==> src/include/flr_mux_defines.svh <==
// Build-time sizes for the FLR distributor, included by the package and every RTL module
`ifndef FLR_MUX_DEFINES_SVH
`define FLR_MUX_DEFINES_SVH

// ------------------------------
// Port configuration
// ------------------------------

// Number of agent ports behind the host
`define FLR_NUM_PORT 4

// Port index width, never below one bit
`define FLR_PORT_W ((`FLR_NUM_PORT > 1) ? $clog2(`FLR_NUM_PORT) : 1)

// Each port buffers up to NUM_PORT responses
`define FLR_FIFO_DEPTH_LOG2 `FLR_PORT_W

// ------------------------------
// Routing and function fields
// ------------------------------

`define FLR_NUM_RTABLE 5

// PF and VF number widths of the FLR function word
`define FLR_PF_W 3
`define FLR_VF_W 11

`endif

==> src/design/flr_mux_pkg.sv <==
// FLR bus types and the default routing table shared by the distributor RTL and its testbench
`include "flr_mux_defines.svh"

package flr_mux_pkg;

   // ------------------------------
   // FLR bus types
   // ------------------------------

   // Function named by a request or a response
   typedef struct packed {
      logic [`FLR_PF_W-1:0] pf;
      logic [`FLR_VF_W-1:0] vf;
      logic                 vf_active;
   } flr_func_t;

   // One strobe on an FLR bus, valid for a single cycle
   typedef struct packed {
      logic      valid;
      flr_func_t func;
   } flr_msg_t;

   // ------------------------------
   // Routing table
   // ------------------------------

   // The any flags turn the field into a wildcard
   // vf_any also ignores vf_active
   typedef struct packed {
      logic [`FLR_PF_W-1:0]   pf;
      logic [`FLR_VF_W-1:0]   vf;
      logic                   vf_active;
      logic                   pf_any;
      logic                   vf_any;
      logic [`FLR_PORT_W-1:0] port;
   } rtable_entry_t;

   typedef rtable_entry_t [`FLR_NUM_RTABLE-1:0] rtable_t;

   // First match wins, so entry 0 is searched first
   // Entry 2 catches every PF0 VF not taken by entry 1
   localparam rtable_t DEFAULT_RTABLE = {
      rtable_entry_t'{pf: 2, vf: 0, vf_active: 1'b0, pf_any: 1'b0, vf_any: 1'b1, port: 3},
      rtable_entry_t'{pf: 1, vf: 0, vf_active: 1'b0, pf_any: 1'b0, vf_any: 1'b1, port: 2},
      rtable_entry_t'{pf: 0, vf: 0, vf_active: 1'b1, pf_any: 1'b0, vf_any: 1'b1, port: 1},
      rtable_entry_t'{pf: 0, vf: 0, vf_active: 1'b1, pf_any: 1'b0, vf_any: 1'b0, port: 1},
      rtable_entry_t'{pf: 0, vf: 0, vf_active: 1'b0, pf_any: 1'b0, vf_any: 1'b0, port: 0}
   };

endpackage

==> src/design/flr_rsp_fifo.sv <==
// Per-port FLR response buffer, a single-clock FIFO with registered read data
`timescale 1ns/1ps
`include "flr_mux_defines.svh"

module flr_rsp_fifo (
   input  logic                  clk,
   input  logic                  arst_n,
   input  flr_mux_pkg::flr_msg_t wr,
   input  logic                  pop,
   output logic                  not_empty,
   output flr_mux_pkg::flr_msg_t rd_data
);

   localparam int AW    = `FLR_FIFO_DEPTH_LOG2;
   localparam int DEPTH = 1 << AW;

   flr_mux_pkg::flr_func_t mem [DEPTH];

   logic [AW-1:0] wr_ptr;
   logic [AW-1:0] rd_ptr;
   logic [AW:0]   count;
   logic          full;
   logic          rd_valid;
   flr_mux_pkg::flr_func_t rd_func;

   assign not_empty = (count != '0);
   assign full      = (count == (AW+1)'(DEPTH));

   // ------------------------------
   // Storage
   // ------------------------------
   always_ff @(posedge clk) begin
      if (wr.valid) begin
         mem[wr_ptr] <= wr.func;
      end
      if (pop) begin
         rd_func <= mem[rd_ptr];
      end
   end

   // ------------------------------
   // Pointers and occupancy
   // ------------------------------
   always_ff @(posedge clk or negedge arst_n) begin
      if (!arst_n) begin
         wr_ptr   <= '0;
         rd_ptr   <= '0;
         count    <= '0;
         rd_valid <= 1'b0;
      end else begin
         if (wr.valid) begin
            wr_ptr <= wr_ptr + 1'b1;
         end
         if (pop) begin
            rd_ptr <= rd_ptr + 1'b1;
         end
         unique case ({wr.valid, pop})
            2'b10:   count <= count + 1'b1;
            2'b01:   count <= count - 1'b1;
            default: count <= count;
         endcase
         // Read data follows the pop by one cycle
         rd_valid <= pop;
      end
   end

   assign rd_data = '{valid: rd_valid, func: rd_func};

   // Agents may have at most NUM_PORT responses waiting on this port
   no_overflow_a: assert property (
      @(posedge clk) disable iff (!arst_n) wr.valid && full |-> pop
   ) else $error("FLR response FIFO overflow");

   no_underflow_a: assert property (
      @(posedge clk) disable iff (!arst_n) pop |-> not_empty
   ) else $error("FLR response FIFO popped while empty");

endmodule

==> config.mk <==
export PLATFORM = sky130hd
export DESIGN_NAME = flr_rsp_fifo
export DESIGN_NICKNAME = d
export VERILOG_FILES = /design/src/design/flr_mux_pkg.sv /design/src/design/flr_rsp_fifo.sv
export VERILOG_INCLUDE_DIRS = /design/src /design/src/include
export SDC_FILE = /design/constraint.sdc
export NUM_CORES = 1
export LEC_CHECK = 0
export BUFFER_PORTS_ARGS = -buffer_cell sky130_fd_sc_hd__buf_2
export CAP_MARGIN = 10
export CELL_PAD_IN_SITES_DETAIL_PLACEMENT = 0
export CELL_PAD_IN_SITES_GLOBAL_PLACEMENT = 1
export CORE_UTILIZATION = 45
export CTS_CLUSTER_SIZE = 30
export DETAILED_ROUTE_END_ITERATION = 8
export PLACE_DENSITY = 0.78
export SLEW_MARGIN = 20
export SYNTH_ARGS = -nofsm -noshare
export SYNTH_HDL_FRONTEND = slang
export SYNTH_SLANG_ARGS = --single-unit
==> constraint.sdc <==
create_clock -name clk -period 1.36 [get_ports clk]
set_input_delay 0.136 -clock clk [delete_from_list [all_inputs] [get_ports clk]]
set_output_delay 0.136 -clock clk [all_outputs]
set_load 0.05 [all_outputs]
==> results.ini <==
[run_status]
outcome=finished, violations left
violations=design-rule violations, negative setup slack

[clock_tree]
ctsHtreeMaxLevel=3
cts_made_buffers=9
clk_path_buf_depth=2
clock_latency_ps=350
cts_tree=built
cts_sinks=83
cts_root_buf=clkbuf_8
path_clk_slew_ps=80

[critical_path]
r2r_start=count[1]
end_kind=primary output
cp_top_family=simple AND/OR/NAND/NOR gates
crit_type=reg2out
slowest_stage=or3_4
rrSetupSlack_ps=-50
critPathRequiredTime_ps=1220
cpPeakStageDelay_ps=400
arrival_ps=1300
path_buf_inv=1
r2r_end=count[2]
cp_max_fo=2
ff2ff_path_depth=5
start_kind=flop
path_cells=or3_4 -> buf_8
crit_start=count[2]

[routing]
avgRoutedWirePerCell_um=17.1
drc=3
vias=1403
vias_per_cell=4.98
drt_iter0_drc=74
dr.pass1.iters=8
wl_um=4830
postRouteAntennaNets=0

[global_routing]
grt_pass1_wl_um=7770
grt-ovfl-total=0
grt.busiest_layer=met2
antenna_found_initial=0
gr-usage-met1=0.161
grt_max_degree=19
grtUsageMet2=0.276
met3_usage=0.0678
grtUsageTotal=0.154
grt_pass1_vias=1570

[floorplan]
io_pins=36
die-area_um2=7180
core_area_um2=6490
die_y_um=84.7
die_w_um=84.7
rows=29
initial_utilization=0.474

[power_and_ir_drop]
powerDensity_nw_per_um2=2170
pwr-share-comb=0.310
peakVddDrop_v=0.00124
p_int_uw=5880
seqPwrFrac=0.446
leakagePower_uw=0.00142
netSwitchingFraction=0.296
p_sw_uw=2470
clkPwrFrac=0.244

[sta]
period_needed_ps=1430
fin_ws_ps=-72.0
finalCritPeriodShare=1.05
slew_viol_final=0
rsz0062_at_grt=true
timing.fmax_ghz=0.698
setup_violations=2
hold_viol_final=0
fin_tns_setup_ps=-124
worst_pin_slew_ps=265
skew_ps=12.2
maxSlewHeadroom=0.823

[placed_design]
pre_cts_slack_ps=-103
dpl.hpwl_um=3070
port_buffers=35
place_congestion=0.634

[logic_synthesis]
synth-seq-cells=83
synth_cells=131
yosys.area.top_type=edfxtp_1
ys_seq_area_frac=0.796
ys_top_cells_by_area=edfxtp_1, dfrtp_1, mux4_1
ys_warn_count=0
synth.distinct_cells=19
avgSynthCellArea_um2=23.5
syn_nets=156
synth.top_cell.area_share=0.731
synth.cell_area_um2=3080

[cells_and_area]
diodes=0
fin_util=0.592
fin_nets=225
drive_gt1_frac=0.420
nFillCells=481
syn2layout_area_growth_pct=24.9

[hold_path]
min_path_type=in2reg
hold_end=mem[3][7]
holdPathStages=1
hp-start=wr[7]

[job]
cap_violations=0

## registers in the layout, indices dropped and copies added (netlist names)
| name | count |
|---|---|
| rd_ptr | 2 |
| wr_ptr | 2 |
| rd_valid | 1 |
| rd_data | 15 |
| mem | 60 |
| count | 3 |
## placed cells by master (no fill, tap or decap), drive strengths merged, types with 2 or more instances in the layout
master       count
dfrtp            8
inv              6
and2             4
clkinv           4
bufinv           3
clkbuf           9
mux4            15
dlygate4sd3     12
xor2             4
ha               5
buf             51
xnor2            2
edfxtp          75
nand2            2
## stage by stage
stage / hold slack [ps] / cells / cell area (µm²) / power, µW
final: 19.9 / 282 / 3850 / 8350
after detailed placement: -4.36 / 251 / 3470 / 6200
after global placement: -15.8 / 251 / 3470 / 6090
after CTS: 5.40 / 279 / 3820 / 8390
after floorplan: -160 / 131 / 3080 / 5460
after global routing: 1.74 / 282 / 3850 / 8720
## layer usage
| layer | vias to the layer above | wire, µm |
|---|---|---|
| met5 | - | 0 |
| met4 | 0 | 47 |
| met3 | 4 | 228 |
| met2 | 36 | 2670 |
| met1 | 711 | 1890 |
| li1 | 652 | - |
## power groups by stage
stage	Clock [µW]	Sequential, µW	Combinational (µW)
after floorplan	0	4280	1170
after global placement	0	3750	2340
after detailed placement	0	3790	2420
after CTS	2060	3740	2590
after global routing	2170	3780	2770
final	2030	3730	2580
## cell type report
class | count | area (µm²) | area share
Clock buffer | 9 | 124 | 0.0322
Clock inverter | 7 | 116 | 0.0302
Inverter | 6 | 22.5 | 0.00585
Multi-Input combinational cell | 37 | 539 | 0.140
Sequential cell | 83 | 2450 | 0.638
Tap cell | 77 | 96.3 | 0.0250
Timing Repair Buffer | 63 | 495 | 0.129
## what timing repair did
item                                   in CTS  in global routing
gates resized for setup                    13                  1
endpoints found under the hold margin      43                  4
hold buffers                               10                  2
setup endpoints to repair                  13                  4
pin swaps                                   2                  0
setup buffers                               2                  1
## worst max path at each step
stage	end	slack, ps	cells past startpoint
after floorplan	rd_data[10]	20	3
after global placement	rd_data[4]	-8	2
after detailed placement	count[2]	-100	8
after CTS	not_empty	-70	2
after global routing	not_empty	-110	2
final	not_empty	-70	2
## logic make-up (layout without fill, tap and decap cells)
kind of cell    after synthesis  after routing  synth area share
mux                          16             16             0.121
buf+inv                      11             85            0.0232
simple gates                  8              8            0.0138
compound gates                1              1           0.00162
flops                        83             83             0.796
fa+ha+maj                     6              6            0.0268
xor+xnor                      6              6            0.0171
## synthesized netlist by cell type (all sizes together)
library cell and number:
nand2 2, inv 6, buf 5, or3 1
fa 1, edfxtp 75, mux4 15, dfrtp 8
xor2 4, nor2 1, xnor2 2, and2 4
mux2i 1, ha 5, o21ai 1
(Power assumes the default switching activity.)
