===== config.mk =====
export PLATFORM = sky130hd
export DESIGN_NAME = flr_req_router
export DESIGN_NICKNAME = d
export VERILOG_FILES = /design/src/design/flr_mux_pkg.sv /design/src/design/flr_req_router.sv
export VERILOG_INCLUDE_DIRS = /design/src /design/src/include
export SDC_FILE = /design/constraint.sdc
export NUM_CORES = 1
export LEC_CHECK = 0
export BUFFER_PORTS_ARGS = -buffer_cell sky130_fd_sc_hd__buf_2
export CORE_ASPECT_RATIO = 0.9
export CORE_MARGIN = 1.5
export CORE_UTILIZATION = 31
export CTS_CLUSTER_DIAMETER = 200
export DETAILED_ROUTE_END_ITERATION = 6
export MAX_ROUTING_LAYER = met4
export PLACE_DENSITY = 0.77
export SETUP_SLACK_MARGIN = 0.05
export SYNTH_ARGS = -nofsm -noshare
export SYNTH_HDL_FRONTEND = slang
export SYNTH_SLANG_ARGS = --single-unit

===== constraint.sdc =====
create_clock -name clk -period 0.8 [get_ports clk]
set_input_delay 0.12 -clock clk [delete_from_list [all_inputs] [get_ports clk]]
set_output_delay 0.12 -clock clk [all_outputs]
set_load 0.02 [all_outputs]

===== src/include/flr_mux_defines.svh =====
// Build-time sizes for the FLR distributor, included by the package and every RTL module
`ifndef FLR_MUX_DEFINES_SVH
`define FLR_MUX_DEFINES_SVH

// ------------------------------
// Port configuration
// ------------------------------

// Number of agent ports behind the host
`define FLR_NUM_PORT 4

// Port index width, never below one bit
`define FLR_PORT_W ((`FLR_NUM_PORT > 1) ? $clog2(`FLR_NUM_PORT) : 1)

// Each port buffers up to NUM_PORT responses
`define FLR_FIFO_DEPTH_LOG2 `FLR_PORT_W

// ------------------------------
// Routing and function fields
// ------------------------------

`define FLR_NUM_RTABLE 5

// PF and VF number widths of the FLR function word
`define FLR_PF_W 3
`define FLR_VF_W 11

`endif


===== src/design/flr_mux_pkg.sv =====
// FLR bus types and the default routing table shared by the distributor RTL and its testbench
`include "flr_mux_defines.svh"

package flr_mux_pkg;

   // ------------------------------
   // FLR bus types
   // ------------------------------

   // Function named by a request or a response
   typedef struct packed {
      logic [`FLR_PF_W-1:0] pf;
      logic [`FLR_VF_W-1:0] vf;
      logic                 vf_active;
   } flr_func_t;

   // One strobe on an FLR bus, valid for a single cycle
   typedef struct packed {
      logic      valid;
      flr_func_t func;
   } flr_msg_t;

   // ------------------------------
   // Routing table
   // ------------------------------

   // The any flags turn the field into a wildcard
   // vf_any also ignores vf_active
   typedef struct packed {
      logic [`FLR_PF_W-1:0]   pf;
      logic [`FLR_VF_W-1:0]   vf;
      logic                   vf_active;
      logic                   pf_any;
      logic                   vf_any;
      logic [`FLR_PORT_W-1:0] port;
   } rtable_entry_t;

   typedef rtable_entry_t [`FLR_NUM_RTABLE-1:0] rtable_t;

   // First match wins, so entry 0 is searched first
   // Entry 2 catches every PF0 VF not taken by entry 1
   localparam rtable_t DEFAULT_RTABLE = {
      rtable_entry_t'{pf: 2, vf: 0, vf_active: 1'b0, pf_any: 1'b0, vf_any: 1'b1, port: 3},
      rtable_entry_t'{pf: 1, vf: 0, vf_active: 1'b0, pf_any: 1'b0, vf_any: 1'b1, port: 2},
      rtable_entry_t'{pf: 0, vf: 0, vf_active: 1'b1, pf_any: 1'b0, vf_any: 1'b1, port: 1},
      rtable_entry_t'{pf: 0, vf: 0, vf_active: 1'b1, pf_any: 1'b0, vf_any: 1'b0, port: 1},
      rtable_entry_t'{pf: 0, vf: 0, vf_active: 1'b0, pf_any: 1'b0, vf_any: 1'b0, port: 0}
   };

endpackage


===== src/design/flr_req_router.sv =====
// Host FLR request router, steers each request to the agent port named by the routing table
`timescale 1ns/1ps
`include "flr_mux_defines.svh"

module flr_req_router #(
   parameter flr_mux_pkg::rtable_t RTABLE = flr_mux_pkg::DEFAULT_RTABLE
) (
   input  logic                  clk,
   input  logic                  arst_n,
   input  flr_mux_pkg::flr_msg_t h_flr_req,
   output flr_mux_pkg::flr_msg_t a_flr_req [`FLR_NUM_PORT]
);

   localparam int PORT_W = `FLR_PORT_W;

   logic                  hit;
   logic [PORT_W-1:0]     hit_port;
   logic [`FLR_NUM_PORT-1:0] req_valid;
   flr_mux_pkg::flr_func_t   req_func;

   // Wildcards first, then vf is only compared for an active VF
   function automatic logic entry_match(
      input flr_mux_pkg::flr_func_t     func,
      input flr_mux_pkg::rtable_entry_t entry
   );
      logic pf_ok;
      logic vf_ok;
      pf_ok = entry.pf_any || (func.pf == entry.pf);
      vf_ok = entry.vf_any ||
              ((func.vf_active == entry.vf_active) &&
               (!func.vf_active || (func.vf == entry.vf)));
      return pf_ok && vf_ok;
   endfunction

   // ------------------------------
   // First-match table search
   // ------------------------------
   always_comb begin
      hit      = 1'b0;
      hit_port = '0;
      for (int i = 0; i < `FLR_NUM_RTABLE; i++) begin
         if (!hit && entry_match(h_flr_req.func, RTABLE[i])) begin
            hit      = 1'b1;
            hit_port = RTABLE[i].port;
         end
      end
   end

   // Same payload to all ports, valid only on the matched one
   always_ff @(posedge clk) begin
      req_func <= h_flr_req.func;
   end

   generate
      for (genvar p = 0; p < `FLR_NUM_PORT; p++) begin : port_gen
         always_ff @(posedge clk or negedge arst_n) begin
            if (!arst_n) begin
               req_valid[p] <= 1'b0;
            end else begin
               req_valid[p] <= h_flr_req.valid && hit && (hit_port == PORT_W'(p));
            end
         end

         assign a_flr_req[p] = '{valid: req_valid[p], func: req_func};
      end
   endgenerate

   // A request for an unmapped function is silently lost
   unmatched_req_a: assert property (
      @(posedge clk) disable iff (!arst_n) h_flr_req.valid |-> hit
   ) else $error("FLR request pf %0d vf %0d matches no routing entry",
                 h_flr_req.func.pf, h_flr_req.func.vf);

endmodule


==> results of run 1 <==
-- area by class of cell --
type	count	area (um2)	area share [%]
clock buffers	3	22.5	1.50
clock inverters	1	5.00	0.333
multi-input cells	5	58.8	3.91
flip-flops and latches	19	454	30.2
well taps	28	35.0	2.33
repair buffers	97	928	61.7
-- what timing repair did --
action                                  4_1_cts  5_1_grt
resized for setup                            62       69
hold buffers                                 16        0
cloned                                        0        0
hold endpoints to repair                     19        0
endpoints found under the setup margin       64       64
-- Yosys cell counts, drive strengths merged --
library cell | number | area, um2
nor4b | 1 | 23.8
dfxtp | 15 | 300
nor3b | 2 | 15.0
buf | 45 | 338
dfrtp | 4 | 100
nor4 | 1 | 6.26
nand2b | 1 | 13.8
-- worst max-delay path by stage --
| stage | slack (ns) | end | start |
|---|---|---|---|
| after floorplan | 0.14 | a_flr_req[16] | a_flr_req[0]$_DFF_P_ |
| after global placement | 0.10 | a_flr_req[47]$_DFF_PN0_ | h_flr_req[14] |
| after detailed placement | 0.08 | a_flr_req[47]$_DFF_PN0_ | h_flr_req[14] |
| after CTS | -0.15 | a_flr_req[31] | a_flr_req[31]$_DFF_PN0_ |
| after global routing | -0.19 | a_flr_req[48] | a_flr_req[0]$_DFF_P_ |
| final | -0.15 | a_flr_req[48] | a_flr_req[0]$_DFF_P_ |
-- metal layers --
| layer | routed length (um) | share of wire, % | track usage (%) |
|---|---|---|---|
| met5 | 0 | 0 | - |
| met4 | 7 | 0.36 | 5.95 |
| met3 | 183 | 9.3 | 1.52 |
| met2 | 1170 | 60 | 21.7 |
| met1 | 595 | 30 | 7.97 |
-- cells in the final DEF (no fill, tap or decap) --
cell type,n
buf_4,5
nand2b_4,1
dfxtp_4,14
dlygate4sd3_1,16
dfrtp_1,4
clkinv_2,1
buf_2,20
buf_6,56
nor3b_1,2
nor4_1,1
nor4b_4,1
clkbuf_4,3
dfxtp_2,1
-- cells by family (layout without fill, tap and decap cells) --
logic type             Yosys count  count (layout)  share of synthesized area [%]
AND/OR/NAND/NOR                  5               5                           7.38
buffers and inverters           45             101                           42.4
flip-flops                      19              19                           50.2
-- where the power goes --
part	switching, mW	leakage (nW)	internal [mW]
registers	0.0676	0.187	0.976
clock network	0.294	0.0177	0.186
logic	0.310	0.527	0.367
total	0.672	0.731	1.53
-- stage by stage --
step | utilization (%) | hold WS, ns
3_5_place_dp | 37.5 | -0.0651
6_report | 61.5 | 0.0238
4_1_cts | 52.3 | 0.00187
2_1_floorplan | - | -0.176
3_3_place_gp | 37.5 | -0.0765
5_1_grt | 61.5 | 0.00857
==> qor.csv, run 1 <==
metric,value,unit
cts_tree,done,
post_cts_buffers,0,
post-place-cells,133,
worst_pin_slew,0.240,ns
clockRootBuffer,clkbuf_4,
power_density,1460,mW/mm2
grt_pass1_vias,483,
cp_slowest_stage_delay,0.37,ns
outcome,"finished, violations left",
ys_ff_latch,19,
path_buf_inv,1,
grt_pass1_wl,2160,um
finalSetupTns,-7.99,ns
setup_violations,64,
crit_chain,buf_2,
final_hold_viol_count,0,
die-area,0.00288,mm2
violations,setup timing,
ys_types,7,
grt-ovfl-total,0,
io-pin-count,82,
cp_slowest_cell,dfxtp_2,
h-tree-depth,1,
critPathMaxFanout,4,
path_clk_slew,0.11,ns
drc,0,
final_layout_size_suffix_gt1_share,81.6,%
vias,626,
routed_via_density,4.09,
grt_max_degree,12,
worstPathArrival,0.83,ns
critPathRequiredTime,0.68,ns
syn2layout_area_growth,88.7,%
syn_area,797,um2
n_antenna_cell,0,
nets,144,
die_h,51.1,um
yosysWarnings,0,
stdcell_count,153,
hold_path_depth,2,
yosysSeqAreaShare,50.2,%
track_usage,10.2,%
maxCapViolations,0,
dr.pass1.iters,2,
worstSetupStartpointType,flop,
hold_start,h_flr_req[0],
period_minus_slack,0.946,ns
initial_core_util,32.6,%
fin_ws,-0.146,ns
finalCritPeriodShare,118,%
die-width,56.4,um
cts.sinks,19,
fillers,208,
p_leak,0.731,nW
cts_buffers,3,
antenna_found_initial,0,
largest_reg_flops,19,
synth_cells,69,
clock_path_buffers,2,
stdcell_area,0.00150,mm2
synth.net_count,87,
vdd_drop_max,898,uV
hold_class,input pin to flop,
wl,1960,um
fmax,1.06,GHz
post-place-ws,0.0822,ns
first_iter_violations,10,
crit_family,flip-flops,
gp_congestion,0.631,
place_area,918,um2
core-area,0.00245,mm2
total_power,2.20,mW
wl_per_cell,12.8,um
worstSetupPathType,flop to primary output,
postRouteAntennaNets,0,
slew_headroom,83.8,%
avgSynthCellArea,11.6,um2
rows,17,
rsz0062_at_grt,true,
holdPathEnd,a_flr_req[63]$_DFF_PN0_,
cp_num_cells,1,
endpoint_kind,primary output,
slew_viol_final,0,
port_buffers,81,
(Power assumes the default switching activity.)
==> run 2, diff against run 1 <==
--- a/config.mk
+++ b/config.mk
@@ -9,11 +9,12 @@
 export BUFFER_PORTS_ARGS = -buffer_cell sky130_fd_sc_hd__buf_2
 export CORE_ASPECT_RATIO = 0.9
 export CORE_MARGIN = 1.5
-export CORE_UTILIZATION = 31
+export CORE_UTILIZATION = 32
+export CTS_BUF_LIST = sky130_fd_sc_hd__clkbuf_8
 export CTS_CLUSTER_DIAMETER = 200
 export DETAILED_ROUTE_END_ITERATION = 6
 export MAX_ROUTING_LAYER = met4
-export PLACE_DENSITY = 0.77
+export PLACE_DENSITY = 0.79
 export SETUP_SLACK_MARGIN = 0.05
 export SYNTH_ARGS = -nofsm -noshare
 export SYNTH_HDL_FRONTEND = slang
==> run 2 against run 1 <==
The flow still finishes with violations (setup timing). Clock-buffer cell count stayed put. Setup slack better by 0.041 ns. Wire length decreased by 1.3%. Critical path type unchanged.
==> qor.csv, run 2 (same netlist as run 1, synthesis figures left out) <==
metric,value,unit,change
outcome,"finished, violations left",,
violations,setup timing,,
worstSetupPathType,flop to primary output,,
syn2layout_area_growth,90.9,%,
rows,16,,-1
path_clk_slew,0.08,ns,-0.03 ns
h-tree-depth,1,,unchanged
power_frac_seq,43.6,%,-3.8 points
period_minus_slack,0.905,ns,-0.0411 ns
critPathRequiredTime,0.68,ns,about the same
initial_core_util,35.2,%,+2.6 points
finalCritPeriodShare,113,%,-5.1 points
cp_slowest_cell,dfrtp_1,,
fin_util,67.3,%,+5.8 points
largest_reg_flops,19,,unchanged
grt_pass1_wl,2590,um,+20%
final_hold_viol_count,0,,unchanged
gp_congestion,0.652,,+3.3%
dp_hpwl,1140,um,
power.internal,1.69,mW,+11%
port_buffers,81,,unchanged
path_buf_inv,1,,unchanged
grt_max_degree,13,,+1
maxCapViolations,0,,unchanged
wl_per_cell,12.9,um,+0.65%
cts_buffers,3,,unchanged
io-pin-count,82,,unchanged
worst_pin_slew,0.215,ns,-0.0252 ns
wl,1930,um,-1.3%
slew_headroom,85.5,%,+1.7 points
cts_tree,done,,
power_frac_comb,28.3,%,-2.5 points
track_usage,12.8,%,+2.6 points
vias,606,,-3.2%
p_leak,0.733,nW,+0.15%
fin_ws,-0.105,ns,+0.0411 ns
dr.pass1.iters,2,,unchanged
postRouteAntennaNets,0,,unchanged
multi_input_area,58.8,um2,unchanged
regArea,457,um2,+0.55%
die-area,0.00280,mm2,-2.9%
core-area,0.00226,mm2,-7.5%
n_antenna_cell,0,,unchanged
post-place-ws,0.0824,ns,+0.000226 ns
clockRootBuffer,clkbuf_8,,
cts.sinks,19,,unchanged
final_layout_size_suffix_gt1_share,82.9,%,+1.3 points
endpoint_kind,primary output,,
crit_family,flip-flops,,
worstSetupStartpointType,flop,,
grt_pass1_vias,590,,+22%
crit_chain,buf_6,,
switching_share,29.1,%,-1.4 points
final_common_cell,buf_6,,
clock_path_buffers,2,,unchanged
clkPwrFrac,28.1,%,+6.3 points
setup_violations,64,,unchanged
layout_common_cells,"buf_6 (58), buf_2 (17), dfxtp_4 (15), dlygate4sd3_1 (14), buf_4 (6)",,
hold_class,input pin to flop,,
die-width,55.6,um,-1.5%
cp_slowest_stage_delay,0.39,ns,+0.02 ns
switchingPower,0.696,mW,+3.6%
drc,0,,unchanged
fmax,1.11,GHz,+4.5%
routed_via_density,4.04,,-1.3%
slew_viol_final,0,,unchanged
worstPathArrival,0.78,ns,-0.05 ns
antenna_found_initial,0,,unchanged
fillers,175,,-16%
nets,142,,-1.4%
grt-ovfl-total,0,,unchanged
critPathMaxFanout,1,,-3
die_h,50.3,um,-1.5%
rsz0062_at_grt,true,,
vdd_drop_max,1570,uV,+75%
first_iter_violations,5,,-5
power_density,1570,mW/mm2,+7.3%
==> run 2: cell count changes in the layout (fill, tap and decap cells not counted), sizes merged <==
cell         before  now
dlygate4sd3      16   14
clkinv            1    0
clkinvlp          0    1
==> run 2: per-stage QoR <==
step | std cells | power, mW | area, um2 | setup TNS, ns | hold WS (ns)
3_5_place_dp | 132 | 1.50 | 917 | 0 | -0.0714
4_1_cts | 150 | 2.34 | 1300 | -5.56 | 0.0390
2_1_floorplan | 69 | 1.45 | 816 | 0 | -0.176
3_3_place_gp | 132 | 1.49 | 917 | 0 | -0.0773
6_report | 150 | 2.39 | 1520 | -4.63 | 0.0484
5_1_grt | 150 | 2.50 | 1520 | -6.65 | 0.0303
==> run 2: what timing repair did <==
item / in CTS / in global routing
buffers inserted: 0 / 0
setup endpoints to repair: 64 / 64
endpoints found under the hold margin: 17 / 0
hold buffers: 14 / 0
gates resized for setup: 68 / 69
==> run 2: power groups by stage <==
stage	logic, mW	clock network (mW)	registers (mW)
2_1_floorplan	0.338	0	1.12
3_3_place_gp	0.439	0	1.05
3_5_place_dp	0.441	0	1.05
4_1_cts	0.585	0.709	1.05
5_1_grt	0.701	0.747	1.05
6_report	0.677	0.671	1.04
==> run 2: metal layers <==
layer	up-vias	share of wire, %	GRT usage [%]
li1	281	-	-
met1	277	28	8.72
met2	46	61	27.8
met3	2	10	5.93
met4	0	0.47	3.66
met5	-	0	-
==> run 2: cell type report <==
cell class | instances | share of cell area (%)
sequential | 19 | 30.0
multi-input combinational | 5 | 3.87
clock buffer | 3 | 2.71
clock inverter | 1 | 0.493
timing repair buffer | 95 | 60.7
tap | 27 | 2.22
==> run 2: worst paths after layout <==
check / slack (ns) / start / cells past startpoint / end
worst max-delay path: -0.10 / a_flr_req[63]$_DFF_PN0_ / 1 / a_flr_req[63]
worst min-delay path: 0.05 / h_flr_req[12] / 1 / a_flr_req[12]$_DFF_P_
min in group asynchronous: 0.20 / arst_n / 2 / a_flr_req[47]$_DFF_PN0_
max in group asynchronous: 0.48 / arst_n / 2 / a_flr_req[31]$_DFF_PN0_
